`config.mk`:
```
export PLATFORM = sky130hd
export DESIGN_NAME = soc_dbg_top
export DESIGN_NICKNAME = d
export VERILOG_FILES = /design/src/logic/soc_dbg_pkg.sv /design/src/logic/dbg_regs.sv /design/src/logic/rst_ctrl.sv /design/src/logic/soc_dbg_top.sv /design/src/logic/soc_watchdog.sv
export SDC_FILE = /design/constraint.sdc
export NUM_CORES = 1
export LEC_CHECK = 0
export ABC_AREA = 1
export ABC_CLOCK_PERIOD_IN_PS = 900
export BUFFER_PORTS_ARGS = -buffer_cell sky130_fd_sc_hd__buf_2
export CAP_MARGIN = 20
export CELL_PAD_IN_SITES_DETAIL_PLACEMENT = 1
export CELL_PAD_IN_SITES_GLOBAL_PLACEMENT = 1
export CORE_MARGIN = 2
export CORE_UTILIZATION = 35
export DETAILED_ROUTE_END_ITERATION = 12
export PLACE_DENSITY_LB_ADDON = 0.1
export SYNTH_ARGS = -nofsm -noshare
export SYNTH_HDL_FRONTEND = slang
export SYNTH_SLANG_ARGS = --single-unit
export TNS_END_PERCENT = 5
```
`constraint.sdc`:
```
create_clock -name s_soc_clk -period 0.9 [get_ports s_soc_clk]
set_clock_uncertainty 0.1 [all_clocks]
set_input_delay 0.09 -clock s_soc_clk [delete_from_list [all_inputs] [get_ports s_soc_clk]]
set_output_delay 0.09 -clock s_soc_clk [all_outputs]
set_load 0.005 [all_outputs]
```
`src/logic/soc_dbg_pkg.sv`:
```
// soc debug and reset definitions

package soc_dbg_pkg;

  // ******************************
  // apb debug port
  // ******************************

  // byte address width, word address sits in bits 8..2
  localparam int unsigned APB_ADDR_W = 9;
  localparam int unsigned APB_DATA_W = 32;

  // ******************************
  // hart set
  // ******************************

  // harts wired to the debug request vector
  localparam int unsigned NR_HARTS = 4;

  // one bit per hart that exists and may be selected
  // only harts 0 and 2 are populated
  localparam logic [NR_HARTS-1:0] SELECTABLE_HARTS = 4'b0101;

  // hart select field of the control word, bits 25..16
  localparam int unsigned HARTSEL_W = 10;
  localparam int unsigned DMCTRL_HARTSEL_LSB = 16;

  // ******************************
  // register map
  // ******************************

  // word addresses, compared against paddr[8:2]
  localparam logic [6:0] ADDR_DATA0     = 7'h04;
  localparam logic [6:0] ADDR_DATA1     = 7'h05;
  localparam logic [6:0] ADDR_DMCONTROL = 7'h10;
  localparam logic [6:0] ADDR_DMSTATUS  = 7'h11;
  localparam logic [6:0] ADDR_HARTINFO  = 7'h12;

  // control word fields
  localparam int unsigned DMCTRL_ACTIVE_BIT   = 0;
  localparam int unsigned DMCTRL_NDMRESET_BIT = 1;
  localparam int unsigned DMCTRL_HALTREQ_BIT  = 31;

  // status word fields
  // set when the selected hart is out of range or not selectable
  localparam int unsigned DMSTATUS_UNAVAIL_BIT = 12;
  // debug spec version field, bits 3..0
  localparam logic [3:0] DMSTATUS_VERSION = 4'd2;

  // hart information word
  // nscratch = 2 in bits 23..20, dataaccess in bit 16,
  // datasize = 2 in bits 15..12, dataaddr = 12'h380 in bits 11..0
  localparam logic [APB_DATA_W-1:0] HARTINFO_VALUE = 32'h0021_2380;

  // ******************************
  // watchdog and reset timing
  // ******************************

  // enabled and unpaused cycles until the watchdog fires
  localparam int unsigned WDOG_CNT_W = 8;
  localparam logic [WDOG_CNT_W-1:0] WDOG_TIMEOUT = 8'd200;

  // cycles the peripheral reset stays low after its last cause
  localparam int unsigned RST_HOLD_W = 4;
  localparam logic [RST_HOLD_W-1:0] RST_HOLD = 4'd8;

  // source of the most recent peripheral reset
  typedef enum logic [1:0] {
    RST_POWER = 2'd0,
    RST_WDOG  = 2'd1,
    RST_NDM   = 2'd2
  } rst_cause_e;

endpackage

```
`src/logic/dbg_regs.sv`:
```
// debug module register block
`timescale 1ns/1ps

module dbg_regs (
  input  logic                               s_soc_clk,
  input  logic                               s_soc_rstn,
  // apb slave port
  input  logic                               psel_i,
  input  logic                               penable_i,
  input  logic                               pwrite_i,
  input  logic [soc_dbg_pkg::APB_ADDR_W-1:0] paddr_i,
  input  logic [soc_dbg_pkg::APB_DATA_W-1:0] pwdata_i,
  output logic [soc_dbg_pkg::APB_DATA_W-1:0] prdata_o,
  output logic                               pready_o,
  output logic                               pslverr_o,
  // debug session outputs
  output logic                               dmactive_o,
  output logic                               ndmreset_o,
  output logic [soc_dbg_pkg::NR_HARTS-1:0]   debug_req_o
);

  import soc_dbg_pkg::*;

  // bridge side
  logic                    req;
  logic                    req_we;
  logic                    req_err;
  logic                    r_valid;
  logic                    slverr_q;
  logic [APB_DATA_W-1:0]   rdata_q;
  logic [APB_ADDR_W-3:0]   word_addr;
  logic                    addr_hit;
  logic                    ro_reg;
  logic [APB_DATA_W-1:0]   rdata_d;

  // register contents
  logic [APB_DATA_W-1:0]   data0;
  logic [APB_DATA_W-1:0]   data1;
  logic                    active;
  logic                    ndmreset;
  logic                    haltreq;
  logic [HARTSEL_W-1:0]    hartsel;

  // assembled words and hart selection
  logic [APB_DATA_W-1:0]   dmcontrol_word;
  logic [APB_DATA_W-1:0]   dmstatus_word;
  logic [NR_HARTS-1:0]     hart_sel_oh;
  logic                    hart_avail;
  logic [NR_HARTS-1:0]     debug_req_q;

  // ******************************
  // apb to register request
  // ******************************

  // one request in the first access cycle, granted at once
  // the registered valid then drives pready in the second cycle
  assign req       = psel_i & penable_i & ~r_valid;
  assign word_addr = paddr_i[APB_ADDR_W-1:2];

  always_comb begin
    addr_hit = 1'b1;
    ro_reg   = 1'b0;
    rdata_d  = '0;
    case (word_addr)
      ADDR_DATA0:     rdata_d = data0;
      ADDR_DATA1:     rdata_d = data1;
      ADDR_DMCONTROL: rdata_d = dmcontrol_word;
      ADDR_DMSTATUS: begin
        rdata_d = dmstatus_word;
        ro_reg  = 1'b1;
      end
      ADDR_HARTINFO: begin
        rdata_d = HARTINFO_VALUE;
        ro_reg  = 1'b1;
      end
      default:        addr_hit = 1'b0;
    endcase
  end

  // unmapped, misaligned or write to a read-only word
  assign req_err = ~addr_hit | (paddr_i[1:0] != 2'b00) | (pwrite_i & ro_reg);
  assign req_we  = req & pwrite_i & ~req_err;

  always_ff @(posedge s_soc_clk or negedge s_soc_rstn) begin
    if (!s_soc_rstn) begin
      r_valid  <= 1'b0;
      slverr_q <= 1'b0;
    end else begin
      r_valid  <= req;
      slverr_q <= req & req_err;
    end
  end

  // read data captured with the grant
  always_ff @(posedge s_soc_clk) begin
    if (req) begin
      rdata_q <= rdata_d;
    end
  end

  assign pready_o  = r_valid;
  assign pslverr_o = slverr_q;
  assign prdata_o  = rdata_q;

  // ******************************
  // register file
  // ******************************

  always_ff @(posedge s_soc_clk or negedge s_soc_rstn) begin
    if (!s_soc_rstn) begin
      data0    <= '0;
      data1    <= '0;
      active   <= 1'b0;
      ndmreset <= 1'b0;
      haltreq  <= 1'b0;
      hartsel  <= '0;
    end else if (req_we) begin
      case (word_addr)
        ADDR_DATA0: data0 <= pwdata_i;
        ADDR_DATA1: data1 <= pwdata_i;
        ADDR_DMCONTROL: begin
          active   <= pwdata_i[DMCTRL_ACTIVE_BIT];
          ndmreset <= pwdata_i[DMCTRL_NDMRESET_BIT];
          haltreq  <= pwdata_i[DMCTRL_HALTREQ_BIT];
          hartsel  <= pwdata_i[DMCTRL_HARTSEL_LSB +: HARTSEL_W];
        end
        default: ;
      endcase
    end
  end

  always_comb begin
    dmcontrol_word                                   = '0;
    dmcontrol_word[DMCTRL_ACTIVE_BIT]                = active;
    dmcontrol_word[DMCTRL_NDMRESET_BIT]              = ndmreset;
    dmcontrol_word[DMCTRL_HALTREQ_BIT]               = haltreq;
    dmcontrol_word[DMCTRL_HARTSEL_LSB +: HARTSEL_W]  = hartsel;
  end

  // ******************************
  // hart selection
  // ******************************

  // decode the full 10 bit select, larger values hit no hart
  always_comb begin
    for (int h = 0; h < NR_HARTS; h++) begin
      hart_sel_oh[h] = (hartsel == HARTSEL_W'(h));
    end
  end

  assign hart_avail = |(hart_sel_oh & SELECTABLE_HARTS);

  always_comb begin
    dmstatus_word                       = '0;
    dmstatus_word[3:0]                  = DMSTATUS_VERSION;
    dmstatus_word[DMSTATUS_UNAVAIL_BIT] = ~hart_avail;
  end

  // request follows the control word one cycle later
  always_ff @(posedge s_soc_clk or negedge s_soc_rstn) begin
    if (!s_soc_rstn) begin
      debug_req_q <= '0;
    end else if (active && haltreq) begin
      debug_req_q <= hart_sel_oh & SELECTABLE_HARTS;
    end else begin
      debug_req_q <= '0;
    end
  end

  assign debug_req_o = debug_req_q;
  assign dmactive_o  = active;
  assign ndmreset_o  = ndmreset;

  // pready may only answer a transfer still in its access phase
  a_pready_in_access: assert property (@(posedge s_soc_clk) disable iff (!s_soc_rstn)
    pready_o |-> (psel_i && penable_i));

  // no request ever reaches a hart outside the selectable set
  a_req_selectable: assert property (@(posedge s_soc_clk) disable iff (!s_soc_rstn)
    (debug_req_o & ~SELECTABLE_HARTS) == '0);

endmodule

```
`src/logic/rst_ctrl.sv`:
```
// peripheral reset controller
`timescale 1ns/1ps

module rst_ctrl (
  input  logic                    s_soc_clk,
  // global reset, async active low
  input  logic                    s_soc_rstn,
  // watchdog strobe and debug module reset level
  input  logic                    wd_expired_i,
  input  logic                    ndmreset_i,
  output logic                    periph_rstn_o,
  output soc_dbg_pkg::rst_cause_e rst_cause_o
);

  import soc_dbg_pkg::*;

  logic                  rst_req;
  logic [RST_HOLD_W-1:0] hold_cnt_q;
  logic                  periph_rstn_q;
  rst_cause_e            rst_cause_q;

  // ******************************
  // reset stretch
  // ******************************

  // any synchronous source pulls the peripheral domain down
  assign rst_req = wd_expired_i | ndmreset_i;

  // global reset drops the output at once, release is always
  // clocked and follows the last cause by RST_HOLD cycles
  always_ff @(posedge s_soc_clk or negedge s_soc_rstn) begin
    if (!s_soc_rstn) begin
      hold_cnt_q    <= RST_HOLD;
      periph_rstn_q <= 1'b0;
    end else if (rst_req) begin
      // reload while a cause is present
      hold_cnt_q    <= RST_HOLD;
      periph_rstn_q <= 1'b0;
    end else begin
      if (hold_cnt_q != '0) begin
        hold_cnt_q <= hold_cnt_q - 1'b1;
      end
      // release on the edge that drains the counter
      periph_rstn_q <= (hold_cnt_q <= RST_HOLD_W'(1));
    end
  end

  assign periph_rstn_o = periph_rstn_q;

  // ******************************
  // reset cause record
  // ******************************

  // power-on cause after global reset, then the latest source wins
  always_ff @(posedge s_soc_clk or negedge s_soc_rstn) begin
    if (!s_soc_rstn) begin
      rst_cause_q <= RST_POWER;
    end else if (wd_expired_i) begin
      rst_cause_q <= RST_WDOG;
    end else if (ndmreset_i) begin
      rst_cause_q <= RST_NDM;
    end
  end

  assign rst_cause_o = rst_cause_q;

  // a non-debug reset request always lands in the peripheral domain
  a_ndm_holds_reset: assert property (@(posedge s_soc_clk) disable iff (!s_soc_rstn)
    ndmreset_i |=> !periph_rstn_o);

endmodule

```
`src/logic/soc_dbg_top.sv`:
```
// soc debug and reset slice
`timescale 1ns/1ps

module soc_dbg_top (
  input  logic                               s_soc_clk,
  // global reset
  input  logic                               s_soc_rstn,
  // apb debug port
  input  logic                               psel_i,
  input  logic                               penable_i,
  input  logic                               pwrite_i,
  input  logic [soc_dbg_pkg::APB_ADDR_W-1:0] paddr_i,
  input  logic [soc_dbg_pkg::APB_DATA_W-1:0] pwdata_i,
  output logic [soc_dbg_pkg::APB_DATA_W-1:0] prdata_o,
  output logic                               pready_o,
  output logic                               pslverr_o,
  // watchdog control
  input  logic                               wdog_en_i,
  input  logic                               wdog_kick_i,
  // domain status
  output logic                               periph_rstn_o,
  output logic [soc_dbg_pkg::NR_HARTS-1:0]   debug_req_o,
  output logic                               dmactive_o,
  output soc_dbg_pkg::rst_cause_e            rst_cause_o
);

  logic s_dmactive;
  logic s_ndmreset;
  logic s_wd_expired;
  logic s_periph_rstn;

  // ******************************
  // debug registers
  // ******************************

  // global reset only, so a session outlives ndmreset
  dbg_regs i_dbg_regs (
    .s_soc_clk   (s_soc_clk),
    .s_soc_rstn  (s_soc_rstn),
    .psel_i      (psel_i),
    .penable_i   (penable_i),
    .pwrite_i    (pwrite_i),
    .paddr_i     (paddr_i),
    .pwdata_i    (pwdata_i),
    .prdata_o    (prdata_o),
    .pready_o    (pready_o),
    .pslverr_o   (pslverr_o),
    .dmactive_o  (s_dmactive),
    .ndmreset_o  (s_ndmreset),
    .debug_req_o (debug_req_o)
  );

  // watchdog lives in the peripheral reset domain
  soc_watchdog i_soc_watchdog (
    .s_soc_clk     (s_soc_clk),
    .periph_rstn_i (s_periph_rstn),
    .wdog_en_i     (wdog_en_i),
    .wdog_kick_i   (wdog_kick_i),
    .dmactive_i    (s_dmactive),
    .wd_expired_o  (s_wd_expired)
  );

  // merge global, watchdog and debug resets
  rst_ctrl i_rst_ctrl (
    .s_soc_clk     (s_soc_clk),
    .s_soc_rstn    (s_soc_rstn),
    .wd_expired_i  (s_wd_expired),
    .ndmreset_i    (s_ndmreset),
    .periph_rstn_o (s_periph_rstn),
    .rst_cause_o   (rst_cause_o)
  );

  assign periph_rstn_o = s_periph_rstn;
  assign dmactive_o    = s_dmactive;

endmodule

```
`src/logic/soc_watchdog.sv`:
```
// peripheral domain watchdog
`timescale 1ns/1ps

module soc_watchdog (
  input  logic s_soc_clk,
  // peripheral reset, async active low
  input  logic periph_rstn_i,
  input  logic wdog_en_i,
  input  logic wdog_kick_i,
  // debug session freezes the count
  input  logic dmactive_i,
  output logic wd_expired_o
);

  import soc_dbg_pkg::*;

  logic [WDOG_CNT_W-1:0] cnt_q;
  logic                  cnt_en;
  logic                  cnt_last;
  logic                  expired_q;

  // ******************************
  // timeout counter
  // ******************************

  // counting only while enabled and no debugger attached
  assign cnt_en   = wdog_en_i & ~dmactive_i;
  assign cnt_last = (cnt_q == WDOG_CNT_W'(WDOG_TIMEOUT - 1));

  always_ff @(posedge s_soc_clk or negedge periph_rstn_i) begin
    if (!periph_rstn_i) begin
      cnt_q     <= '0;
      expired_q <= 1'b0;
    end else begin
      // expiry flag is a single cycle strobe
      expired_q <= 1'b0;
      if (wdog_kick_i || !wdog_en_i) begin
        // kick or disable restarts the timeout
        cnt_q <= '0;
      end else if (cnt_en) begin
        if (cnt_last) begin
          cnt_q     <= '0;
          expired_q <= 1'b1;
        end else begin
          cnt_q <= cnt_q + 1'b1;
        end
      end
    end
  end

  assign wd_expired_o = expired_q;

  // the strobe never stretches over two cycles
  a_expired_pulse: assert property (@(posedge s_soc_clk) disable iff (!periph_rstn_i)
    wd_expired_o |=> !wd_expired_o);

endmodule

```
---- Yosys cells after proc, flatten, opt, wreduce, memory -nomap -nowiden ----
Index checks and enable logic that the tools add are counted.
Widths: inputs -> output; s select.
word-level totals
  bits in latches ......................... 0
  RAM bits ................................ 0
  memory bits (read-only) ................. 0
  bits in registers ....................... 130
  logic and storage cells ................. 70
  memories ................................ 0
  input bits .............................. 48
  output and inout port bits .............. 42
cells by class
  $mul .................................... 0
  div/mod/pow operators ................... 0
  eq/ne operators ......................... 7
  add/sub/neg operators ................... 2
  magnitude comparators ................... 1
  shifts and indexed selects .............. 0
  bitwise gates (word level) .............. 15
  muxes and demuxes ....................... 15
  reductions and logical operators ........ 15
operators with widths
  operator             number
  $pmux 32 s5          1
  $mux 8               3
  $eq 7x5->1 const B   3
  $eq 7x3->1 const B   2
  $eq 10x2->1 const B  1
  $logic_not 10->1     1
  $add 8x1->8 const B  1
  $eq 8x8->1 const B   1
  $mux 4               2
  $reduce_bool 2->1    4
  $and 1x1->1          7
  $mux 1               6
  $reduce_and 2->1     3
  $not 1->1            5
  $reduce_or 5->1      1
  $le 4x1->1 const B   1
  $mux 2               2
  $reduce_bool 4->1    1
  $reduce_or 2->1      2
  $sub 4x1->4 const B  1
  $mux 3               1
  $or 1x1->1           3
  $logic_and 1x1->1    1
  $logic_not 1->1      1
  $logic_or 1x1->1     1

---- Depth between registers and ports, before layout ----
Gate-level depths: netlist (run 1).
  depth after elaboration ................. 9
  gate-level depth with buffers ........... 12
  gate-level depth less buffers ........... 10

---- Modules after synthesis ----
A second synthesis (run 1) with hierarchy kept.
unflattened totals
  cell total of the unflattened synthesis .. 645
  area, all modules ....................... 5894.4 um^2
by module, submodules not included
  module        area an instance (um^2)  times used  cells an instance  sequential area each (um^2)
  dbg_regs      4981.0                   1           527                2987.9
  soc_watchdog  540.5                    1           78                 225.2
  rst_ctrl      372.9                    1           40                 176.4

---- Least setup slack after synthesis (run 1) ----
No wires, ideal clock.
  path kind ............................... register to register
  start ................................... register i_dbg_regs.r_valid (netlist: i_dbg_regs.pready_o)
  end ..................................... register i_dbg_regs.rdata_q[0] (netlist: i_dbg_regs.prdata_o[0]), enable pin
  clock period less this slack ............ 2372 ps
  library setup time ...................... 423 ps
  path slack .............................. -1472 ps
  stages on the path, launching flop included .. 2
  required time ........................... 377 ps
  arrival time ............................ 1848 ps
  buffers on the path ..................... 0
  cell sequence ........................... dfrtp_1 -> nor2_1
between the ends
  cells in the longest elaborated chain, start to end .. 2
ends and longest elaborated chain
  item                    line            text
  start, declared         dbg_regs.sv:28  logic r_valid;
  start signal, assigned  dbg_regs.sv:89  r_valid <= req;
  $not 1->1               dbg_regs.sv:57  assign req = psel_i & penable_i & ~r_valid;
  $and 1x1->1             dbg_regs.sv:57
  net i_dbg_regs.req      dbg_regs.sv:25  logic req;
  end signal, assigned    dbg_regs.sv:97  rdata_q <= rdata_d;
  end, declared           dbg_regs.sv:30  logic [APB_DATA_W-1:0] rdata_q;
The timed path passes the listed nets, and every way through them passes these cells.
A chain may end at the register's enable or synchronous reset.

---- Worst setup path after layout (run 1) ----
  start ................................... register i_dbg_regs.r_valid (netlist: i_dbg_regs.pready_o)
  end ..................................... register i_dbg_regs.data1[30]
between the ends
  cells in the longest elaborated chain, start to end .. 5
ends and longest elaborated chain
  item                        line             text
  $not 1->1                   dbg_regs.sv:57
  $and 1x1->1                 dbg_regs.sv:57
  $and 1x1->1 (2 in a row)    dbg_regs.sv:82   assign req_we = req & pwrite_i & ~req_err;
  $reduce_and 2->1 (no line)  --
  end signal, assigned        dbg_regs.sv:120  ADDR_DATA1: data1 <= pwdata_i;
  end, declared               dbg_regs.sv:38   logic [APB_DATA_W-1:0] data1;
No other way between the ends.

==> metrics.txt, run 1 <==
# TYPE chip_impl_metric gauge
chip_impl_metric{name="synth_area_per_cell",unit="um^2"} 9.50
chip_impl_info{name="crit_path_top_delay_cell",value="dfrtp_2"} 1
chip_impl_metric{name="insertedDiodeCount",unit=""} 0
chip_impl_metric{name="cp_max_fo",unit=""} 8
chip_impl_metric{name="vdd_ir_drop_max",unit="mV"} 1.62
chip_impl_info{name="worstPathCellList",value="nor3b_4 > buf_6 > nand4_1 > buf_6 > clkbuf_16 > nand2_2 > nand2_1"} 1
chip_impl_metric{name="routabilityCongestion",unit=""} 0.832
chip_impl_metric{name="seq_power_share",unit="%"} 42.1
chip_impl_metric{name="worstPathBufferInverterCount",unit=""} 3
chip_impl_metric{name="p_clk_share",unit="%"} 47.9
chip_impl_info{name="outcome",value="finished, violations left"} 1
chip_impl_metric{name="dr_total_vias",unit=""} 5156
chip_impl_metric{name="postSynthCellCount",unit=""} 603
chip_impl_metric{name="first_global_vias",unit=""} 5499
chip_impl_info{name="timing.hold.worst.class",value="in2reg"} 1
chip_impl_metric{name="num_io_pins",unit=""} 90
chip_impl_metric{name="hold_ws",unit="ns"} -0.0246
chip_impl_metric{name="cellInternalPower",unit="mW"} 11.5
chip_impl_metric{name="ys_seq_area_share",unit="%"} 59.2
chip_impl_metric{name="post-route-period-util",unit="%"} 173
chip_impl_metric{name="setup_viol",unit=""} 198
chip_impl_metric{name="placedInstanceArea",unit="um^2"} 6940
chip_impl_metric{name="final_design_area_no_fill",unit="um^2"} 8500
chip_impl_metric{name="cts_made_buffers",unit=""} 17
chip_impl_metric{name="start_util",unit="%"} 35.9
chip_impl_metric{name="post_route_minimum_period",unit="ns"} 1.56
chip_impl_metric{name="groute.usage.overall",unit="%"} 20.8
chip_impl_metric{name="global_route_wire_length_before_repair",unit="um"} 28600
chip_impl_metric{name="yosysWarningCount",unit=""} 0
chip_impl_info{name="critical_path.most_common_cell",value="buf_6"} 1
chip_impl_info{name="critical_path.startpoint_type",value="flop"} 1
chip_impl_metric{name="synth_area",unit="um^2"} 5730
chip_impl_metric{name="fp.coreArea",unit="um^2"} 15900
chip_impl_info{name="rsz_0062_raised_after_global_routing",value="true"} 1
chip_impl_metric{name="die_width",unit="um"} 132
chip_impl_metric{name="dp_hpwl",unit="um"} 11200
chip_impl_info{name="root_buffer",value="clkbuf_16"} 1
chip_impl_metric{name="crit_path_max_incr_delay",unit="ns"} 0.42
chip_impl_metric{name="finalNetCount",unit=""} 837
chip_impl_metric{name="clock_sinks",unit=""} 129
chip_impl_metric{name="cts.path.max_buffers",unit=""} 2
chip_impl_metric{name="rows",unit=""} 46
chip_impl_metric{name="wl",unit="um"} 18600
chip_impl_metric{name="layout-drive-gt1-share",unit="%"} 38.2
chip_impl_metric{name="synth_seq_cells",unit=""} 129
chip_impl_metric{name="clock_transition_at_the_registers_of_the_reported_paths",unit="ns"} 0.06
chip_impl_metric{name="min_delay_path_depth",unit=""} 5
chip_impl_metric{name="power.net_switching",unit="mW"} 3.47
chip_impl_metric{name="port_buffers",unit=""} 87
chip_impl_metric{name="grt_start_max_net_pins",unit=""} 48
chip_impl_metric{name="reg2regPathDepth",unit=""} 7
chip_impl_info{name="setup.worst_path.end_class",value="flop"} 1
chip_impl_metric{name="fill_cells",unit=""} 1765
chip_impl_metric{name="floorplan.die_area",unit="um^2"} 17400
chip_impl_info{name="worstSetupPathType",value="reg2reg"} 1
chip_impl_metric{name="detailedRoute.firstPassIterationCount",unit=""} 4
chip_impl_metric{name="htree_levels",unit=""} 4
chip_impl_info{name="violations",value="hold timing, setup timing"} 1
chip_impl_metric{name="post-route-util",unit="%"} 53.3
chip_impl_metric{name="detail_route.drc_violations",unit=""} 0
chip_impl_metric{name="switching_share",unit="%"} 23.2
chip_impl_metric{name="post_drt_wl_per_cell",unit="um"} 18.4
chip_impl_info{name="path_delay_family",value="buffers and inverters"} 1
chip_impl_metric{name="setup_tns",unit="ns"} -77.83
chip_impl_metric{name="area.growth.synth_to_final",unit="%"} 48.3
chip_impl_metric{name="cap_violations",unit=""} 0
chip_impl_metric{name="max_clock_freq",unit="MHz"} 642
chip_impl_metric{name="leakage",unit="nW"} 4.23
chip_impl_metric{name="initialDrtViolationCount",unit=""} 241
chip_impl_metric{name="finalHoldViolations",unit=""} 1
chip_impl_info{name="clock_tree_from_tritoncts",value="yes"} 1
chip_impl_metric{name="number_of_antenna_violations_at_the_first_check_in_global_routing",unit=""} 0
chip_impl_metric{name="die_height",unit="um"} 132
chip_impl_metric{name="clock_latency",unit="ns"} 0.43
chip_impl_metric{name="post-route-worst-setup-slack",unit="ns"} -0.658
chip_impl_metric{name="ys_types",unit=""} 38
chip_impl_metric{name="power.combinational.fraction",unit="%"} 10.0
chip_impl_metric{name="detailedPlace.worstSlack",unit="ns"} -0.738
chip_impl_metric{name="ant_nets",unit=""} 0
chip_impl_metric{name="cp.depth",unit=""} 7
chip_impl_metric{name="final-max-slew-violation-count",unit=""} 0
chip_impl_metric{name="crit_required",unit="ns"} 1.11
chip_impl_metric{name="total_congestion_overflow",unit=""} 0
chip_impl_metric{name="power.density",unit="nW/um^2"} 1760
chip_impl_metric{name="critical_path_arrival",unit="ns"} 1.77
chip_impl_metric{name="detail_route.vias_per_cell",unit=""} 5.08
## per-stage QoR
| step | total power [mW] | instances |
|---|---|---|
| floorplan | 6.89 | 604 |
| global placement | 7.60 | 935 |
| detailed placement | 7.67 | 935 |
| CTS | 15.1 | 1004 |
| global route | 15.6 | 1014 |
| finish | 15.0 | 1014 |
## path summary, 6_finish.rpt
| check | start | end | slack [ns] |
|---|---|---|---|
| worst min register to register | i_rst_ctrl.periph_rstn_o | i_soc_watchdog.cnt_q[3] | 0.08 |
| min in group asynchronous | s_soc_rstn | i_rst_ctrl.periph_rstn_o | 0 |
| worst min-delay path | paddr_i[0] | i_dbg_regs.pslverr_o | -0.02 |
| worst max-delay path | i_dbg_regs.pready_o | i_dbg_regs.data1[30] | -0.66 |
| max in group asynchronous | s_soc_rstn | i_rst_ctrl.hold_cnt_q[3] | 0.24 |
| worst max register to register | i_dbg_regs.pready_o | i_dbg_regs.data1[30] | -0.66 |
## worst register-to-register path, delay by kind of cell (launching register included)
family                 cells  cell delay (ns)
buffers and inverters      3             0.51
and+or+nand+nor            4             0.42
DFF                        1             0.42
## Yosys cell counts, drive strengths merged
library cell  instances  area share [%]
o211ai                1            0.13
ha                    4            0.87
a21o                  1            0.13
conb                  1           0.065
dfstp                 1            0.46
buf                  32             3.5
nand3                20             1.7
xor2                  1            0.15
nand4                84             9.2
nor4                  3            0.59
xnor2                 1            0.15
o22ai                 1            0.11
a21oi                 5            0.50
inv                  26             1.7
edfxtp               32              17
o21ai                11            0.96
a31oi                 1            0.11
a22o                 14             2.1
mux2i                 1            0.17
o21a                  1            0.13
clkbuf                9            0.59
nor2                 19             1.4
nor3                  8            0.70
dfrtp                96              42
a211oi                3            0.39
nand2               224              15
nor3b                 3            0.59
## cell usage in the layout (no fill, tap or decap), types with 2 or more instances in the layout
cell type,netlist,routed
edfxtp_1,32,32
o21ai_0,11,2
a21oi_2,1,2
clkinv_2,0,5
buf_12,0,15
nand2_1,221,173
nor2_4,1,7
dfrtp_1,96,94
dlygate4sd3_1,0,33
ha_1,4,2
nand3_4,0,2
dfrtp_2,0,2
nand4_1,84,84
nand2_2,3,45
a21oi_1,4,3
ha_2,0,2
bufinv_16,0,3
buf_2,25,84
nand3_1,20,7
nor3_2,0,5
o21ai_2,0,2
inv_2,4,8
buf_6,1,21
nand2_4,0,6
buf_4,2,44
inv_1,22,17
a211oi_2,0,3
a22o_1,14,14
nor3_1,8,3
nor4_4,1,2
buf_8,3,2
clkbuf_8,0,4
clkbuf_16,0,21
nand3_2,0,11
nor2_1,17,10
nor2_2,1,2
conb_1,1,2
o21ai_1,0,7
## kinds of logic after synthesis
kind of cell	after synthesis	share of synthesized area, %
other cells	1	0.0655
compound gates	38	4.61
buf+inv	67	5.79
simple gates	361	29.0
flops	129	59.2
fa+ha+maj	4	0.874
mux	1	0.175
xor+xnor	2	0.306
## power groups by stage
stage | sequential [mW] | combinational (mW) | clock, mW
after floorplan | 6.45 | 0.436 | 0
after global placement | 6.39 | 1.21 | 0
after detailed placement | 6.40 | 1.27 | 0
after CTS | 6.31 | 1.46 | 7.33
after global routing | 6.32 | 1.64 | 7.59
final | 6.31 | 1.49 | 7.18
## final cells by class
cell class	count	area [um^2]	area share, %
clock buffers	22	484	5.70
clock inverters	10	131	1.55
flip-flops and latches	129	3390	39.9
repair buffers	203	1750	20.6
well taps	216	270	3.18
multi-input cells	408	2370	27.9
inverters	26	100	1.18
## timing repair
item,4_1_cts,5_1_grt
gates resized for setup,41,91
endpoints found under the hold margin,167,0
pin swaps,18,15
setup endpoints to repair,200,200
hold buffers,33,0
setup buffers,4,4
cloned,0,6
## flip-flops by register name, summed over array words and instances, names as in the netlist
signal and count:
i_dbg_regs.data1 32, i_soc_watchdog.cnt_q 8, i_dbg_regs.debug_req_o 2, i_rst_ctrl.hold_cnt_q 4, i_dbg_regs.pready_o 1, i_dbg_regs.hartsel 10, i_dbg_regs.haltreq 1, i_dbg_regs.data0 32
i_dbg_regs.ndmreset_o 1, i_dbg_regs.pslverr_o 1, i_rst_ctrl.rst_cause_o 2, i_soc_watchdog.wd_expired_o 1, i_rst_ctrl.periph_rstn_o 1, i_dbg_regs.prdata_o 32, i_dbg_regs.dmactive_o 1
## layer usage
metal | routed length (um) | share of wire [%] | vias up | global-route usage [%]
li1 | - | - | 2443 | -
met1 | 7900 | 42 | 2598 | 24.9
met2 | 9780 | 52 | 97 | 37.3
met3 | 718 | 3.9 | 18 | 5.00
met4 | 235 | 1.3 | 0 | 5.86
met5 | 0 | 0 | - | 0
No activity file was read; power rests on OpenSTA's default activity.
==> run 2, diff against run 1 <==
==> constraint.sdc (replaced) <==
create_clock -name s_soc_clk -period 0.9 [get_ports s_soc_clk]
set_clock_uncertainty 0.1 [all_clocks]
set_input_delay 0.045 -clock s_soc_clk [delete_from_list [all_inputs] [get_ports s_soc_clk]]
set_output_delay 0.045 -clock s_soc_clk [all_outputs]
set_load 0.005 [all_outputs]
==> run 2 against run 1 <==
Compared with the run above: the run still ends with hold timing, setup timing left; largest cell class unchanged; clock-buffer cell count is 3 lower; final area is 2.8% lower; sequential share of layout area is 1.2 points higher; sequential power hardly changed; die area stayed put; flip-flop and latch count stayed put; global-route usage is 0.68 points lower; total power is 2.4% lower; first-iteration DRC count is 10% higher; worst setup slack better by 0.023 ns; hold slack worse by 0.027 ns; clock power is 4.5% lower.
==> metrics.txt, run 2 (synthesis gave the netlist of run 1 again) <==
# TYPE chip_impl_metric gauge
chip_impl_metric{name="cap_violations",unit=""} 0
chip_impl_metric{name="seq_power_share",unit="%"} 43.1
chip_impl_metric{name="die_width",unit="um"} 132
chip_impl_info{name="violations",value="hold timing, setup timing"} 1
chip_impl_metric{name="total_congestion_overflow",unit=""} 0
chip_impl_metric{name="cts_made_buffers",unit=""} 17
chip_impl_metric{name="multi_input_area",unit="um^2"} 2260
chip_impl_metric{name="insertedDiodeCount",unit=""} 0
chip_impl_metric{name="finalNetCount",unit=""} 828
chip_impl_metric{name="num_io_pins",unit=""} 90
chip_impl_metric{name="initialDrtViolationCount",unit=""} 265
chip_impl_info{name="setup.worst_path.end_class",value="flop"} 1
chip_impl_info{name="critical_path.most_common_cell",value="nand2_1"} 1
chip_impl_metric{name="cts.path.max_buffers",unit=""} 2
chip_impl_metric{name="p_clk_share",unit="%"} 46.9
chip_impl_info{name="rsz_0062_raised_after_global_routing",value="true"} 1
chip_impl_metric{name="floorplan.die_area",unit="um^2"} 17400
chip_impl_metric{name="detail_route.drc_violations",unit=""} 0
chip_impl_metric{name="clock_transition_at_the_registers_of_the_reported_paths",unit="ns"} 0.06
chip_impl_metric{name="detailedPlace.worstSlack",unit="ns"} -0.661
chip_impl_metric{name="hold_ws",unit="ns"} -0.0512
chip_impl_metric{name="regArea",unit="um^2"} 3390
chip_impl_metric{name="rows",unit=""} 46
chip_impl_metric{name="worstPathBufferInverterCount",unit=""} 2
chip_impl_metric{name="detailedRoute.firstPassIterationCount",unit=""} 4
chip_impl_metric{name="switching_share",unit="%"} 24.3
chip_impl_metric{name="dr_total_vias",unit=""} 5082
chip_impl_metric{name="layout-drive-gt1-share",unit="%"} 34.0
chip_impl_info{name="outcome",value="finished, violations left"} 1
chip_impl_metric{name="cellInternalPower",unit="mW"} 11.1
chip_impl_metric{name="die_height",unit="um"} 132
chip_impl_metric{name="crit_path_max_incr_delay",unit="ns"} 0.42
chip_impl_metric{name="grt_start_max_net_pins",unit=""} 48
chip_impl_metric{name="power.net_switching",unit="mW"} 3.55
chip_impl_metric{name="finalHoldViolations",unit=""} 17
chip_impl_metric{name="power.combinational.fraction",unit="%"} 10.0
chip_impl_metric{name="holdBufCountCts",unit=""} 33
chip_impl_metric{name="fill_cells",unit=""} 1819
chip_impl_info{name="critical_path.startpoint_type",value="flop"} 1
chip_impl_info{name="worstPathCellList",value="nor3b_4 > nand4_1 > buf_6 > clkbuf_16 > nand2_1 > nand2_1"} 1
chip_impl_metric{name="report.power.total",unit="mW"} 14.6
chip_impl_metric{name="clock_latency",unit="ns"} 0.42
chip_impl_metric{name="post-route-worst-setup-slack",unit="ns"} -0.635
chip_impl_metric{name="max_clock_freq",unit="MHz"} 651
chip_impl_metric{name="port_buffers",unit=""} 87
chip_impl_metric{name="reg2regPathDepth",unit=""} 6
chip_impl_metric{name="count_of_placed_standard_cells_including_taps",unit=""} 933
chip_impl_metric{name="fp.coreArea",unit="um^2"} 15900
chip_impl_metric{name="global_route_wire_length_before_repair",unit="um"} 27800
chip_impl_info{name="timing.hold.worst.class",value="in2async"} 1
chip_impl_metric{name="routabilityCongestion",unit=""} 0.840
chip_impl_metric{name="critical_path_arrival",unit="ns"} 1.74
chip_impl_info{name="clock_tree_from_tritoncts",value="yes"} 1
chip_impl_metric{name="start_util",unit="%"} 35.9
chip_impl_metric{name="dp_hpwl",unit="um"} 10700
chip_impl_metric{name="cp.depth",unit=""} 6
chip_impl_info{name="root_buffer",value="clkbuf_16"} 1
chip_impl_metric{name="power.density",unit="nW/um^2"} 1770
chip_impl_metric{name="final_cell_count_no_fill",unit=""} 1005
chip_impl_metric{name="final-max-slew-violation-count",unit=""} 0
chip_impl_metric{name="post-route-util",unit="%"} 51.8
chip_impl_metric{name="leakage",unit="nW"} 4.11
chip_impl_metric{name="post-route-period-util",unit="%"} 171
chip_impl_metric{name="vdd_ir_drop_max",unit="mV"} 1.35
chip_impl_metric{name="setup_viol",unit=""} 197
chip_impl_metric{name="clock_sinks",unit=""} 129
chip_impl_metric{name="post_drt_wl_per_cell",unit="um"} 17.6
chip_impl_metric{name="cp_max_fo",unit=""} 16
chip_impl_info{name="final_common_cell",value="nand2_1"} 1
chip_impl_metric{name="post_route_minimum_period",unit="ns"} 1.54
chip_impl_info{name="path_delay_family",value="simple AND/OR/NAND/NOR gates"} 1
chip_impl_metric{name="first_global_vias",unit=""} 5374
chip_impl_metric{name="number_of_antenna_violations_at_the_first_check_in_global_routing",unit=""} 0
chip_impl_metric{name="htree_levels",unit=""} 4
chip_impl_metric{name="wl",unit="um"} 17700
chip_impl_metric{name="detail_route.vias_per_cell",unit=""} 5.06
chip_impl_info{name="crit_path_top_delay_cell",value="dfrtp_2"} 1
chip_impl_metric{name="area.growth.synth_to_final",unit="%"} 44.2
chip_impl_metric{name="crit_required",unit="ns"} 1.11
chip_impl_metric{name="groute.usage.overall",unit="%"} 20.1
chip_impl_info{name="mostFrequentLayoutCells",value="nand2_1, dfrtp_1, buf_2, nand4_1, buf_4"} 1
chip_impl_metric{name="ant_nets",unit=""} 0
chip_impl_info{name="worstSetupPathType",value="reg2reg"} 1
-- run 2: cell types whose count changed in the layout (fill, tap and decap cells not counted), sizes merged --
cell,delta
buf,-10
clkinvlp,+3
clkbuf,-2
bufinv,-1
inv,+1
-- run 2: cell type report --
type                       count  share of cell area (%)
multi-input combinational    408                    27.3
clock buffer                  19                    5.48
clock inverter                13                    1.64
timing repair buffer         194                    20.0
inverter                      26                    1.18
tap                          216                    3.27
sequential                   129                    41.1
-- run 2: final timing paths --
kind	from	end	slack (ns)
setup / recovery	i_dbg_regs.pready_o	i_dbg_regs.data0[20]	-0.64
hold / removal	s_soc_rstn	i_dbg_regs.data1[18]	-0.05
setup reg to reg	i_dbg_regs.pready_o	i_dbg_regs.data0[20]	-0.64
hold reg to reg	i_rst_ctrl.periph_rstn_o	i_soc_watchdog.wd_expired_o	0.09
max in group asynchronous	s_soc_rstn	i_dbg_regs.data0[21]	0.26
min in group s_soc_clk	paddr_i[0]	i_dbg_regs.pslverr_o	-0.05
-- run 2: power groups by stage --
stage | Clock [mW] | Sequential, mW | Combinational, mW
after floorplan | 0 | 6.45 | 0.436
after global placement | 0 | 6.40 | 1.16
after detailed placement | 0 | 6.40 | 1.21
after CTS | 6.99 | 6.31 | 1.40
after global routing | 7.22 | 6.33 | 1.62
final | 6.86 | 6.31 | 1.46
-- run 2: through the flow --
step / area [um^2] / TNS (ns) / hold slack [ns]
finish: 8260 / -73.86 / -0.0512
global route: 8260 / -84.36 / -0.0338
CTS: 8040 / -73.29 / -0.0513
detailed placement: 6910 / -84.29 / -0.155
global placement: 6910 / -79.55 / -0.147
floorplan: 5750 / -70.37 / -0.351
-- run 2: what timing repair did --
| action | CTS | global route |
|---|---|---|
| cloned | 0 | 5 |
| pin swaps | 40 | 6 |
| endpoints found under the hold margin | 172 | 13 |
| buffers inserted | 1 | 2 |
| setup endpoints to repair | 200 | 200 |
| resized for setup | 62 | 28 |
-- run 2: metal layers --
layer / GRT usage, % / vias up / part of all wire (%)
met1: 25.5 / 2575 / 44
li1: - / 2411 / -
met3: 3.42 / 13 / 2.9
met4: 7.25 / 0 / 0.92
met5: 0 / - / 0
met2: 34.7 / 83 / 52
==> run 3, diff against run 2 <==
--- a/config.mk
+++ b/config.mk
@@ -6,7 +6,7 @@
 export NUM_CORES = 1
 export LEC_CHECK = 0
 export ABC_AREA = 1
-export ABC_CLOCK_PERIOD_IN_PS = 900
+export ABC_CLOCK_PERIOD_IN_PS = 1400
 export BUFFER_PORTS_ARGS = -buffer_cell sky130_fd_sc_hd__buf_2
 export CAP_MARGIN = 20
 export CELL_PAD_IN_SITES_DETAIL_PLACEMENT = 1
@@ -15,6 +15,7 @@
 export CORE_UTILIZATION = 35
 export DETAILED_ROUTE_END_ITERATION = 12
 export PLACE_DENSITY_LB_ADDON = 0.1
+export SKIP_LAST_GASP = 1
 export SYNTH_ARGS = -nofsm -noshare
 export SYNTH_HDL_FRONTEND = slang
 export SYNTH_SLANG_ARGS = --single-unit
==> constraint.sdc (replaced) <==
create_clock -name s_soc_clk -period 1.4 [get_ports s_soc_clk]
set_clock_uncertainty 0.1 [all_clocks]
set_input_delay 0.07 -clock s_soc_clk [delete_from_list [all_inputs] [get_ports s_soc_clk]]
set_output_delay 0.07 -clock s_soc_clk [all_outputs]
set_load 0.005 [all_outputs]
==> run 3 against run 2 <==
Compared with the run above: the flow finishes with violations (setup timing); global-route usage is 0.55 points higher; final area is 5.8% lower; final cell count is 1.7% lower; sequential share of layout area is 2.5 points higher; sequential power is 36% lower; maximum frequency is 5.9% higher; core utilization is 3.0 points lower.
==> metrics.txt, run 3 (synthesis gave the netlist of run 1 again) <==
# TYPE chip_impl_metric gauge
chip_impl_metric{name="fp.coreArea",unit="um^2"} 15900
chip_impl_metric{name="number_of_antenna_violations_at_the_first_check_in_global_routing",unit=""} 0
chip_impl_metric{name="first_global_vias",unit=""} 5402
chip_impl_metric{name="rows",unit=""} 46
chip_impl_info{name="timing.hold.worst.class",value="in2async"} 1
chip_impl_metric{name="finalNetCount",unit=""} 811
chip_impl_info{name="root_buffer",value="clkbuf_16"} 1
chip_impl_info{name="worstPathCellList",value="nor3b_4 > nand4_1 > buf_12 > nand2_1 > nand2_1"} 1
chip_impl_metric{name="detail_route.vias_per_cell",unit=""} 5.02
chip_impl_info{name="worst_setup_path_startpoint",value="i_dbg_regs.pready_o"} 1
chip_impl_info{name="rsz_0062_raised_after_global_routing",value="true"} 1
chip_impl_metric{name="report.power.total",unit="mW"} 8.81
chip_impl_metric{name="post_drt_wl_per_cell",unit="um"} 17.1
chip_impl_metric{name="layout-drive-gt1-share",unit="%"} 26.4
chip_impl_metric{name="floorplan.die_area",unit="um^2"} 17400
chip_impl_metric{name="wl",unit="um"} 16900
chip_impl_metric{name="finalHoldViolations",unit=""} 0
chip_impl_metric{name="final_cell_count_no_fill",unit=""} 988
chip_impl_metric{name="crit_path_max_incr_delay",unit="ns"} 0.42
chip_impl_metric{name="placedInstanceArea",unit="um^2"} 6800
chip_impl_metric{name="setup_viol",unit=""} 74
chip_impl_metric{name="met1_length",unit="um"} 7620
chip_impl_metric{name="multi_input_area",unit="um^2"} 2110
chip_impl_metric{name="detailedRoute.firstPassIterationCount",unit=""} 4
chip_impl_metric{name="critical_path_arrival",unit="ns"} 1.65
chip_impl_metric{name="crit_required",unit="ns"} 1.60
chip_impl_info{name="outcome",value="finished, violations left"} 1
chip_impl_metric{name="die_height",unit="um"} 132
chip_impl_metric{name="die_width",unit="um"} 132
chip_impl_metric{name="power.density",unit="nW/um^2"} 1130
chip_impl_metric{name="groute.usage.overall",unit="%"} 20.7
chip_impl_metric{name="htree_levels",unit=""} 4
chip_impl_metric{name="vdd_ir_drop_max",unit="mV"} 0.917
chip_impl_metric{name="dr_wl_met3",unit="um"} 540
chip_impl_metric{name="final-max-slew-violation-count",unit=""} 0
chip_impl_info{name="violations",value="setup timing"} 1
chip_impl_metric{name="insertedDiodeCount",unit=""} 0
chip_impl_metric{name="dr_total_vias",unit=""} 4964
chip_impl_metric{name="cp_max_fo",unit=""} 32
chip_impl_metric{name="initialDrtViolationCount",unit=""} 247
chip_impl_info{name="r2r-start",value="i_dbg_regs.pready_o"} 1
chip_impl_metric{name="route.met2.wl",unit="um"} 8550
chip_impl_info{name="routed.top_layer",value="met4"} 1
chip_impl_info{name="crit_path_top_delay_cell",value="dfrtp_2"} 1
chip_impl_metric{name="post_route_minimum_period",unit="ns"} 1.45
chip_impl_metric{name="port_buffers",unit=""} 87
chip_impl_metric{name="dp_hpwl",unit="um"} 11000
chip_impl_metric{name="worstPathBufferInverterCount",unit=""} 1
chip_impl_metric{name="clock_transition_at_the_registers_of_the_reported_paths",unit="ns"} 0.06
chip_impl_info{name="critical_path.startpoint_type",value="flop"} 1
chip_impl_metric{name="ant_nets",unit=""} 0
chip_impl_metric{name="clock_latency",unit="ns"} 0.42
chip_impl_metric{name="max_clock_freq",unit="MHz"} 690
chip_impl_metric{name="clock_sinks",unit=""} 129
chip_impl_metric{name="cts.path.max_buffers",unit=""} 2
chip_impl_metric{name="start_util",unit="%"} 35.9
chip_impl_metric{name="final_design_area_no_fill",unit="um^2"} 7780
chip_impl_info{name="worstSetupPathType",value="reg2reg"} 1
chip_impl_metric{name="cap_violations",unit=""} 0
chip_impl_metric{name="regArea",unit="um^2"} 3390
chip_impl_metric{name="routabilityCongestion",unit=""} 0.812
chip_impl_metric{name="leakage",unit="nW"} 3.91
chip_impl_metric{name="area.growth.synth_to_final",unit="%"} 35.8
chip_impl_info{name="setup.worst_path.end_class",value="flop"} 1
chip_impl_metric{name="cts_made_buffers",unit=""} 17
chip_impl_metric{name="post-route-period-util",unit="%"} 104
chip_impl_info{name="path_delay_family",value="simple AND/OR/NAND/NOR gates"} 1
chip_impl_info{name="critical_path.most_common_cell",value="nand2_1"} 1
chip_impl_metric{name="num_io_pins",unit=""} 90
chip_impl_metric{name="total_congestion_overflow",unit=""} 0
chip_impl_metric{name="global_route_wire_length_before_repair",unit="um"} 28500
chip_impl_metric{name="detail_route.drc_violations",unit=""} 0
chip_impl_info{name="clock_tree_from_tritoncts",value="yes"} 1
chip_impl_metric{name="count_of_placed_standard_cells_including_taps",unit=""} 919
chip_impl_info{name="mostFrequentLayoutCells",value="nand2_1, dfrtp_1, buf_2, nand4_1, buf_4"} 1
chip_impl_metric{name="fill_cells",unit=""} 1845
chip_impl_metric{name="grt_start_max_net_pins",unit=""} 48
chip_impl_metric{name="post-route-util",unit="%"} 48.8
chip_impl_metric{name="post-route-worst-setup-slack",unit="ns"} -0.0496
chip_impl_info{name="final_common_cell",value="nand2_1"} 1
chip_impl_metric{name="setup_tns",unit="ns"} -1.16
==> run 3: changes by cell type in the layout (fill, tap and decap cells not counted), sizes merged <==
cell,change
buf,-14
bufinv,-2
clkbuf,-3
clkinv,+4
clkinvlp,-3
dlygate4sd3,+2
inv,-1
==> run 3: worst reg2reg max path, stage by stage, from the launching register on <==
cell and delay [ns]:
dfrtp_2 0.42, nor3b_4 0.26, nand4_1 0.18, buf_12 0.21, nand2_1 0.11, nand2_1 0.06
==> run 3: final cells by class <==
type                            instances  share of cell area (%)
Sequential cell                       129                    43.6
Multi-Input combinational cell        408                    27.2
Timing Repair Buffer                  177                    17.7
Clock buffer                           21                    5.92
Tap cell                              216                    3.47
Inverter                               26                    1.25
Clock inverter                         11                   0.837
==> run 3: repair_timing <==
action                                 CTS  global route
hold buffers                            35             0
pin swaps                                6             6
resized for setup                       16             4
setup endpoints to repair               84            89
setup buffers                            1             1
endpoints found under the hold margin  170             0
==> run 3: routing by layer <==
layer  vias up  global-route usage, %
met5         -                      0
met4         0                   6.64
met3        21                   4.38
met2        90                   35.6
met1      2474                   26.0
li1       2379                      -
==> run 3: path summary, 6_finish.rpt <==
path | to | cells after the start | slack (ns)
max in group asynchronous | i_dbg_regs.data1[11] | 3 | 0.63
setup reg to reg | i_dbg_regs.data1[14] | 5 | -0.05
hold / removal | i_rst_ctrl.hold_cnt_q[0] | 2 | 0.005
setup / recovery | i_dbg_regs.data1[14] | 5 | -0.05
min in group s_soc_clk | i_soc_watchdog.cnt_q[4] | 6 | 0.06
hold reg to reg | i_soc_watchdog.cnt_q[0] | 1 | 0.07
==> run 3: through the flow <==
step,hold WS [ns],worst slack (ns)
2_1_floorplan,-0.326,-0.0411
3_3_place_gp,-0.100,-0.109
3_5_place_dp,-0.0898,-0.166
4_1_cts,0.000419,-0.0683
5_1_grt,0.0226,-0.139
6_report,0.00548,-0.0496
==> run 3: power breakdown <==
group          total (mW)  internal [mW]  switching (mW)
registers            4.06           3.98          0.0781
logic               0.771          0.340           0.432
clock network        3.99           2.33            1.66
